**src/common/sched_pkg.sv**
```systemverilog
// shared widths and types for the line scheduler; the tag sits in the top tag_w bits of a beat
package sched_pkg;

   localparam int num_pipes  = 8;
   localparam int beat_w     = 140;
   localparam int tag_w      = 4;
   localparam int pipe_idx_w = 3;

   typedef logic [beat_w-1:0]     beat_t;
   typedef logic [tag_w-1:0]      tag_t;
   typedef logic [pipe_idx_w-1:0] pipe_idx_t;
   typedef logic [num_pipes-1:0]  pipe_vec_t;

   // encoding 1 was concatenation in the older design, treated as off here
   typedef enum logic [1:0] {
      aggre_off           = 2'd0,
      aggre_concat_unused = 2'd1,
      aggre_line          = 2'd2,
      aggre_tag           = 2'd3
   } aggre_mode_e;

   // debug view of the scheduler
   // pipe N is encoded as N+1
   typedef enum logic [3:0] {
      sch_idle  = 4'd0,
      sch_pipe0 = 4'd1,
      sch_pipe1 = 4'd2,
      sch_pipe2 = 4'd3,
      sch_pipe3 = 4'd4,
      sch_pipe4 = 4'd5,
      sch_pipe5 = 4'd6,
      sch_pipe6 = 4'd7,
      sch_pipe7 = 4'd8
   } sch_state_e;

endpackage

```
**src/common/beat_if.sv**
```systemverilog
// one selected beat from arbiter to output stage; valid holds with stable data until ready
`timescale 1ns/1ps

interface beat_if;
   import sched_pkg::*;

   logic      valid;
   logic      ready;
   beat_t     data;
   logic      line_end;
   pipe_idx_t pipe;

   modport src (
      output valid,
      output data,
      output line_end,
      output pipe,
      input  ready
   );

   modport dst (
      input  valid,
      input  data,
      input  line_end,
      input  pipe,
      output ready
   );

endinterface

```
**src/design/aggre_sched_top.sv**
```systemverilog
// line scheduler top; any aggr_id works, pipes hold each beat until in_ready, one cycle to output
`timescale 1ns/1ps

module aggre_sched_top #(
   parameter sched_pkg::tag_t aggr_id = '0
) (
   input  logic                   aggre_clk,
   input  logic                   aggre_clk_rst_n,
   input  sched_pkg::aggre_mode_e aggre_mode,
   input  sched_pkg::pipe_vec_t   pipe_en,
   input  sched_pkg::pipe_vec_t   in_valid,
   input  sched_pkg::beat_t       in_data [sched_pkg::num_pipes],
   input  sched_pkg::pipe_vec_t   in_line_end,
   output sched_pkg::pipe_vec_t   in_ready,
   output logic                   out_valid,
   input  logic                   out_ready,
   output sched_pkg::beat_t       out_data,
   output logic                   out_line_end,
   output sched_pkg::pipe_idx_t   out_pipe,
   output sched_pkg::sch_state_e  sch_state
);
   import sched_pkg::*;

   pipe_vec_t req;
   pipe_vec_t drop;

   beat_if sel_if ();

   request_filter i_request_filter (
      .aggre_mode (aggre_mode),
      .pipe_en    (pipe_en),
      .in_valid   (in_valid),
      .in_data    (in_data),
      .aggr_id    (aggr_id),
      .req        (req),
      .drop       (drop)
   );

   line_arbiter i_line_arbiter (
      .aggre_clk       (aggre_clk),
      .aggre_clk_rst_n (aggre_clk_rst_n),
      .req             (req),
      .drop            (drop),
      .in_valid        (in_valid),
      .in_data         (in_data),
      .in_line_end     (in_line_end),
      .in_ready        (in_ready),
      .sch_state       (sch_state),
      .sel             (sel_if.src)
   );

   output_stage i_output_stage (
      .aggre_clk       (aggre_clk),
      .aggre_clk_rst_n (aggre_clk_rst_n),
      .out_ready       (out_ready),
      .sel             (sel_if.dst),
      .out_valid       (out_valid),
      .out_data        (out_data),
      .out_line_end    (out_line_end),
      .out_pipe        (out_pipe)
   );

endmodule

```
**src/design/output_stage.sv**
```systemverilog
// single-entry output register; full rate when out_ready stays high, holds its beat otherwise
`timescale 1ns/1ps

module output_stage (
   input  logic                 aggre_clk,
   input  logic                 aggre_clk_rst_n,
   input  logic                 out_ready,
   beat_if.dst                  sel,
   output logic                 out_valid,
   output sched_pkg::beat_t     out_data,
   output logic                 out_line_end,
   output sched_pkg::pipe_idx_t out_pipe
);

   logic load;

   // take a new beat when empty or when the current one leaves this cycle
   assign sel.ready = ~out_valid | out_ready;
   assign load      = sel.valid & sel.ready;

   always_ff @(posedge aggre_clk or negedge aggre_clk_rst_n) begin
      if (!aggre_clk_rst_n) begin
         out_valid <= 1'b0;
      end else if (sel.ready) begin
         out_valid <= sel.valid;
      end
   end

   always_ff @(posedge aggre_clk) begin
      if (load) begin
         out_data     <= sel.data;
         out_line_end <= sel.line_end;
         out_pipe     <= sel.pipe;
      end
   end

endmodule

```
**src/design/sched/line_arbiter.sv**
```systemverilog
// line-atomic round robin; one idle cycle between lines, mode and enables change only when idle
`timescale 1ns/1ps

module line_arbiter (
   input  logic                   aggre_clk,
   input  logic                   aggre_clk_rst_n,
   input  sched_pkg::pipe_vec_t   req,
   input  sched_pkg::pipe_vec_t   drop,
   input  sched_pkg::pipe_vec_t   in_valid,
   input  sched_pkg::beat_t       in_data [sched_pkg::num_pipes],
   input  sched_pkg::pipe_vec_t   in_line_end,
   output sched_pkg::pipe_vec_t   in_ready,
   output sched_pkg::sch_state_e  sch_state,
   beat_if.src                    sel
);
   import sched_pkg::*;

   pipe_idx_t last_idx;
   pipe_idx_t pick_idx;
   pipe_idx_t gnt_idx;
   logic      busy;

   // first requester above last_idx, wrapping
   function automatic pipe_idx_t rr_pick(input pipe_vec_t r, input pipe_idx_t last);
      pipe_idx_t cand;
      pipe_idx_t pick;
      pick = last;
      // walk from farthest to nearest so the nearest hit wins
      for (int k = num_pipes; k >= 1; k--) begin
         cand = pipe_idx_t'(last + k);
         if (r[cand]) begin
            pick = cand;
         end
      end
      return pick;
   endfunction

   assign pick_idx = rr_pick(req, last_idx);
   assign busy     = (sch_state != sch_idle);
   assign gnt_idx  = pipe_idx_t'(sch_state - 4'd1);

   always_ff @(posedge aggre_clk or negedge aggre_clk_rst_n) begin
      if (!aggre_clk_rst_n) begin
         sch_state <= sch_idle;
         // pipe 0 gets searched first after reset
         last_idx  <= pipe_idx_t'(num_pipes - 1);
      end else if (!busy) begin
         if (|req) begin
            sch_state <= sch_state_e'({1'b0, pick_idx} + 4'd1);
            last_idx  <= pick_idx;
         end
      end else if (sel.valid && sel.ready && sel.line_end) begin
         sch_state <= sch_idle;
      end
   end

   // granted pipe steered straight onto the beat bus
   assign sel.valid    = busy & in_valid[gnt_idx] & ~drop[gnt_idx];
   assign sel.data     = in_data[gnt_idx];
   assign sel.line_end = in_line_end[gnt_idx];
   assign sel.pipe     = gnt_idx;

   // dropped beats are acked whether granted or not
   always_comb begin
      for (int i = 0; i < num_pipes; i++) begin
         in_ready[i] = drop[i] | (busy & (gnt_idx == pipe_idx_t'(i)) & sel.ready);
      end
   end

endmodule

```
**src/design/sched/request_filter.sv**
```systemverilog
// combinational request decode; pipe_en only applies in line mode, tag compare only in tag mode
`timescale 1ns/1ps

module request_filter (
   input  sched_pkg::aggre_mode_e aggre_mode,
   input  sched_pkg::pipe_vec_t   pipe_en,
   input  sched_pkg::pipe_vec_t   in_valid,
   input  sched_pkg::beat_t       in_data [sched_pkg::num_pipes],
   input  sched_pkg::tag_t        aggr_id,
   output sched_pkg::pipe_vec_t   req,
   output sched_pkg::pipe_vec_t   drop
);
   import sched_pkg::*;

   pipe_vec_t tag_hit;

   // tag lives in the top bits of each beat
   always_comb begin
      for (int i = 0; i < num_pipes; i++) begin
         tag_hit[i] = (in_data[i][beat_w-1 -: tag_w] == aggr_id);
      end
   end

   always_comb begin
      req  = '0;
      drop = '0;
      case (aggre_mode)
         aggre_line: begin
            req = in_valid & pipe_en;
         end
         aggre_tag: begin
            req  = in_valid & tag_hit;
            // foreign beats are swallowed
            drop = in_valid & ~tag_hit;
         end
         default: begin
            // off, and the old concat encoding
            req  = '0;
            drop = '0;
         end
      endcase
   end

endmodule

```
**config.mk**
```make
export PLATFORM = sky130hd
export DESIGN_NAME = aggre_sched_top
export DESIGN_NICKNAME = d
export VERILOG_FILES = /design/src/common/sched_pkg.sv /design/src/common/beat_if.sv /design/src/design/aggre_sched_top.sv /design/src/design/output_stage.sv /design/src/design/sched/line_arbiter.sv /design/src/design/sched/request_filter.sv
export SDC_FILE = /design/constraint.sdc
export NUM_CORES = 1
export LEC_CHECK = 0
export ABC_CLOCK_PERIOD_IN_PS = 20700
export BUFFER_PORTS_ARGS = -buffer_cell sky130_fd_sc_hd__buf_2
export CAP_MARGIN = 0
export CORE_AREA = 2 2 510 512
export CTS_CLUSTER_SIZE = 14
export DETAILED_ROUTE_END_ITERATION = 12
export DIE_AREA = 0 0 512 514
export PLACE_DENSITY = 0.31
export SLEW_MARGIN = 20
export SYNTH_ARGS = -nofsm -noshare
export SYNTH_HDL_FRONTEND = slang
export SYNTH_SLANG_ARGS = --single-unit
```
**constraint.sdc**
```tcl
create_clock -name aggre_clk -period 20.7 [get_ports aggre_clk]
set_clock_uncertainty 0.1 [all_clocks]
set_input_delay 1.035 -clock aggre_clk [delete_from_list [all_inputs] [get_ports aggre_clk]]
set_output_delay 1.035 -clock aggre_clk [all_outputs]
set_load 0.02 [all_outputs]
```
Word-level counts from Yosys, hierarchy flattened
Cells that the tools add are included.
{"block": "totals", "out_inout_bits": 157, "word_cells": 126, "ff_bits": 152}
{"block": "classes", "n_bitwise": 36, "reduce_logical": 16, "eq_ne": 10, "muxes": 38, "add_sub_neg": 10, "order_cmp": 10}
{"cell": "140-bit binary-select mux with 3-bit select", "count": 1}
{"cell": "140-bit 2-to-1 mux", "count": 2}
{"cell": "3-bit by 4-bit less-than comparator with 1-bit output (second input constant)", "count": 9}
{"cell": "1-bit binary-select mux with 3-bit select", "count": 11}
{"cell": "4-bit zero test", "count": 8}
{"cell": "8-bit AND", "count": 3}
{"cell": "3-bit 2-to-1 mux", "count": 8}
{"cell": "1-bit AND", "count": 19}
{"cell": "8-bit one-hot mux with 2 select lines", "count": 1}
{"cell": "3-bit adder (second input constant)", "count": 4}
{"cell": "3-bit == test (second input constant)", "count": 4}
{"cell": "4-bit 2-to-1 mux", "count": 3}
{"cell": "1-bit 2-to-1 mux", "count": 11}
{"cell": "1-bit OR", "count": 9}
{"cell": "8-bit 2-to-1 mux", "count": 1}
{"cell": "8-bit inverter", "count": 1}
{"cell": "8-bit OR reduction", "count": 1}
{"cell": "3-bit by 1-bit adder with 3-bit output (second input constant)", "count": 2}
{"cell": "3-bit by 2-bit adder with 3-bit output (second input constant)", "count": 2}
{"cell": "3-bit by 2-bit == test with 1-bit output (second input constant)", "count": 2}
{"cell": "3-bit by 1-bit adder with 4-bit output (second input constant)", "count": 1}
{"cell": "2-bit == test (second input constant)", "count": 2}
{"cell": "4-bit >= comparator (second input constant)", "count": 1}
{"cell": "3-bit inverter with 4-bit output", "count": 1}
{"cell": "other kinds (9)", "count": 13}

Longest topological paths before layout
{"block": "logic_depth", "word_depth": 16, "ltp_mapped": 15}

Modules after synthesis
Synthesis repeated with hierarchy kept, for this count alone.
{"block": "unflattened", "hier_cells": 1187, "area_unflattened_um2": 14720.4}
{"module": "line_arbiter", "instances": 1, "seq_area_each_um2": 178.9, "cells_each": 959, "area_per_inst_um2": 9696.8}
{"module": "output_stage", "instances": 1, "seq_area_each_um2": 4349.2, "cells_each": 148, "area_per_inst_um2": 4377.9}
{"module": "request_filter", "instances": 1, "seq_area_each_um2": 0.0, "cells_each": 79, "area_per_inst_um2": 641.9}
{"module": "aggre_sched_top", "instances": 1, "seq_area_each_um2": 0.0, "cells_each": 1, "area_per_inst_um2": 3.8}

Worst setup path after synthesis
OpenSTA, ideal clock, no wires.
{"block": "synth_path", "kind": "reg-to-reg", "startpoint": "register i_line_arbiter.sch_state[0]", "endpoint": "register i_output_stage.out_data[0], enable pin", "required_ns": 20.080, "arrival_time_ns": 6.439, "setup_ns": 0.520, "synth_period_minus_slack_ns": 7.059, "path_slack_ns": 13.641, "path_buffers": 3, "stages_incl_launch_ff": 13, "cell_sequence": "dfrtp_1 -> clkbuf_1 -> clkbuf_1 -> buf_1 -> inv_1 -> ha_1 -> xnor2_1 -> nand2_1 -> o221a_2 -> a311oi_1 -> a31oi_1 -> nor2_1 -> and2_1"}
{"block": "synth_between", "elab_chain_len": 6}
{"item": "start, declared", "line": "line_arbiter.sv:13", "rtl": "output sched_pkg::sch_state_e sch_state,"}
{"item": "start signal, assigned", "line": "line_arbiter.sv:44", "rtl": "sch_state <= sch_idle;"}
{"item": "start signal, assigned", "line": "line_arbiter.sv:49", "rtl": "sch_state <= sch_state_e'({1'b0, pick_idx} + 4'd1);"}
{"item": "start signal, assigned", "line": "line_arbiter.sv:53", "rtl": "sch_state <= sch_idle;"}
{"item": "3-bit by 1-bit subtractor with 3-bit output *", "line": "line_arbiter.sv:40", "rtl": "assign gnt_idx = pipe_idx_t'(sch_state - 4'd1);"}
{"item": "net i_line_arbiter.sel.pipe[0]", "line": "beat_if.sv:17", "rtl": "output pipe,"}
{"item": "1-bit binary-select mux with 3-bit select", "line": "line_arbiter.sv:58", "rtl": "assign sel.valid = busy & in_valid[gnt_idx] & ~drop[gnt_idx];"}
{"item": "1-bit 2-to-1 mux (not written as such)", "line": "line_arbiter.sv:58"}
{"item": "1-bit AND / 1-bit inverter (equally long branches)", "line": "line_arbiter.sv:58"}
{"item": "1-bit AND *", "line": "line_arbiter.sv:58"}
{"item": "1-bit AND *", "line": "output_stage.sv:19", "rtl": "assign load = sel.valid & sel.ready;"}
{"item": "net i_output_stage.load", "line": "output_stage.sv:15", "rtl": "logic load;"}
{"item": "end signal, assigned", "line": "output_stage.sv:31", "rtl": "out_data <= sel.data;"}
{"item": "end, declared", "line": "output_stage.sv:10", "rtl": "output sched_pkg::beat_t out_data,"}
The timed path passes the listed nets; every way through them passes the cells marked *. The select of a mux whose other input is x is not followed.
A chain may end at the register's enable or synchronous reset.

Worst setup path in the final report
{"block": "layout_path", "startpoint": "register i_line_arbiter.sch_state[0]", "endpoint": "register i_output_stage.out_data[11], enable pin"}
The elaborated chain is that of the path after synthesis.

==> impl_metrics.tcl <==
set metrics [dict create \
    yosys_warnings 0 \
    pin_count_of_the_biggest_net_entering_global_routing 107 \
    final_nets 3548 \
    timing.reg2reg.worst_path_depth 12 \
    multiInputGateArea_um2 9480 \
    drtIter0Drc 1230 \
    yosysMostFrequentCell "nand2_1" \
    floorplan.rows 187 \
    crit_path_start_kind "register" \
    design.core.area_um2 258000 \
    cts-hold-fix-buffers 0 \
    synth-edff-count 144 \
    period_needed_ns 6.16 \
    netlist.area_leader.share_pct 44.0 \
    dpl.hpwl_um 174000 \
    worstPathRequired_ns 20.78 \
    netlist_area_um2 14400 \
    report.final.setup_viol 0 \
    number_of_max_cap_violations 0 \
    gp_congestion 0.894 \
    final_antenna_net_count 0 \
    area_delta_synth_final_pct 78.7 \
    post-route-period-util_pct 29.8 \
    die_w_um 512 \
    peakVddDrop_v 0.000154 \
    worst-endpoint-arrival_ns 6.24 \
    post_synth_adder_cell_area_pct 0.693 \
    die-area_um2 263000 \
    synth.net_count 2313 \
    floorplan_die_height_um 514 \
    synth-compound-area-share_pct 4.44 \
    syn_area_per_cell_um2 12.5 \
    post_synth_xor_area_fraction_pct 0.485 \
    syn_inst 1156 \
    synth_seq_cells 152 \
    initial_utilization_pct 5.60 \
    worstMarginPinSlew_ns 0.973 \
    synth.distinct_cells 64 \
    post_synth_most_frequent_cells "nand2_1 (444), mux4_2 (282), edfxtp_1 (144)" \
    htree_num_levels 4 \
    worst-path-max-fanout 107 \
    initial_antenna_violation_count 298 \
    hold_path_class "input port to asynchronous set/reset pin" \
    max_slew_margin_pct 35.1 \
    synth_top_family_by_area "multiplexers" \
    cp-end-kind "register" \
    cts-root-buf "clkbuf_16" \
    detailroute.via_count 18000 \
    power.density_cell_area_nw_per_um2 165 \
    detail_route.wirelength_um 194000 \
    clock_insertion_delay_worst_skew_ns 0.54 \
    finalSetupTns_ns 0 \
    clkTransAtPathRegs_ns 0.08 \
    cts.repair.resized 0 \
    run_status "complete, no violations" \
    tritoncts_clock_tree "done" \
    port_buffers 1305 \
    synth_sequential_area_ratio_pct 31.3 \
    synth_async_sr_flop_share_pct 5.26 \
    hold_violations 0 \
    postCtsSetupBuffers 0 \
    achievable-frequency_mhz 162 \
    rsz0062_at_grt "no" \
    clock_sink_count 152 \
    fillerInstances 30100 \
    synthFlopType "edfxtp_1" \
    numCtsBuffers 17 \
    via_density_per_instance 3.06 \
    post-route-drc-count 0 \
    grt_overflow_total 0 \
    clock_tree.buffer_depth 2 \
    gr-usage-all-layers_pct 14.3 \
    grt_pass1_vias 18500 \
    synth.mux.area_fraction_pct 45.3 \
    power_leakage_nw 10.5 \
    io_pins 1306 \
    detail_route.first_pass.iterations 5 \
    synth-simple-area-share_pct 14.6 \
    drive_gt1_share_pct 69.6 \
    post_synth_main_area_contributors "mux4_2 (44%), edfxtp_1 (30%), nand2_1 (12%), buf_1 (1.4%), clkbuf_1 (1.2%)" \
    critical_path_class "register to register" \
    routed_wire_length_per_instance_um 33.0 \
    hold_ws_ns 0.271 \
    global_route_wire_length_before_repair_um 235000 \
    post-synth-top-area-cell "mux4_2" \
    seqCellArea_um2 4530 \
    final-max-slew-violation-count 0 \
]
-- per-stage QoR --
step           instances  power (mW)  setup WS, ns  cell area (µm²)  util, %
3_5_place_dp        5774        3.98         14.35            25000     9.70
6_report            5888        4.25         14.54            25800     10.0
2_1_floorplan       1156        2.53         13.64            14400        -
3_3_place_gp        5774        3.99         14.20            25000     9.70
4_1_cts             5806        4.40         14.33            25600     9.92
5_1_grt             5847        4.54         14.06            25700     9.96
-- registers in the layout, indices dropped and copies added (netlist names) --
| register | flops |
|---|---|
| i_output_stage.out_data | 140 |
| i_line_arbiter.sch_state | 4 |
| i_line_arbiter.last_idx | 3 |
| i_output_stage.out_pipe | 3 |
| i_output_stage.out_line_end | 1 |
| i_output_stage.out_valid | 1 |
-- power breakdown --
group	internal [mW]	switching [mW]	leakage (nW)
sequential	0.687	0.108	1.45
combinational	1.03	2.05	8.72
clock	0.171	0.211	0.283
total	1.88	2.37	10.5
-- placed cells by master, fill, tap and decap left out, types with 8 or more instances in the layout --
cell type / instances
inv_1: 9
diode_2: 82
nor2_1: 16
o211ai_1: 11
buf_2: 1305
o21ai_0: 8
mux4_2: 282
edfxtp_1: 144
mux2i_1: 9
a32o_1: 9
nand2_1: 444
clkbuf_16: 17
buf_4: 13
-- area by class of cell --
class	count	area share [%]
inverter	11	0.199
timing repair buffer	1322	26.0
sequential	152	17.6
tap	3402	16.5
multi-input combinational	887	36.7
clock inverter	15	0.601
antenna	82	0.795
clock buffer	17	1.65
-- per-layer routing --
layer  vias to the layer above  GRT usage, %  wire length (µm)
li1                       7171             -                 -
met1                      8868          17.2             78500
met2                      1448          22.8             86700
met3                       436          6.42             22200
met4                       118          3.96              5850
met5                         -         0.785               777
-- critical path, stage by stage (launching register included) --
cell,delay (ns)
dfrtp_4,0.98
inv_1,0.30
ha_1,0.35
xnor2_2,0.38
buf_12,0.51
nand2_1,0.15
o221a_2,0.31
a311oi_1,0.29
a31oi_1,0.11
nor2_1,0.17
and2_4,0.52
buf_4,0.70
buf_4,0.61
-- kinds of logic (layout without fill, tap and decap cells) --
group,after synthesis,count (layout)
simple gates,500,500
buf+inv,117,1365
compound gates,74,74
other cells,0,82
mux,297,297
fa+ha+maj,8,8
xor+xnor,8,8
flops,152,152
-- final timing paths --
| path | startpoint | end | slack, ns |
|---|---|---|---|
| setup / recovery | i_line_arbiter.sch_state[0] | i_output_stage.out_data[11] | 14.54 |
| hold / removal | aggre_clk_rst_n | i_output_stage.out_valid | 0.27 |
| setup reg to reg | i_line_arbiter.sch_state[0] | i_output_stage.out_data[11] | 14.54 |
| hold reg to reg | i_line_arbiter.sch_state[3] | i_line_arbiter.sch_state[3] | 0.48 |
| max in group asynchronous | aggre_clk_rst_n | i_line_arbiter.last_idx[2] | 19.96 |
| min in group aggre_clk | i_line_arbiter.sch_state[3] | i_line_arbiter.sch_state[3] | 0.48 |
No activity file was read; power rests on OpenSTA's default activity.
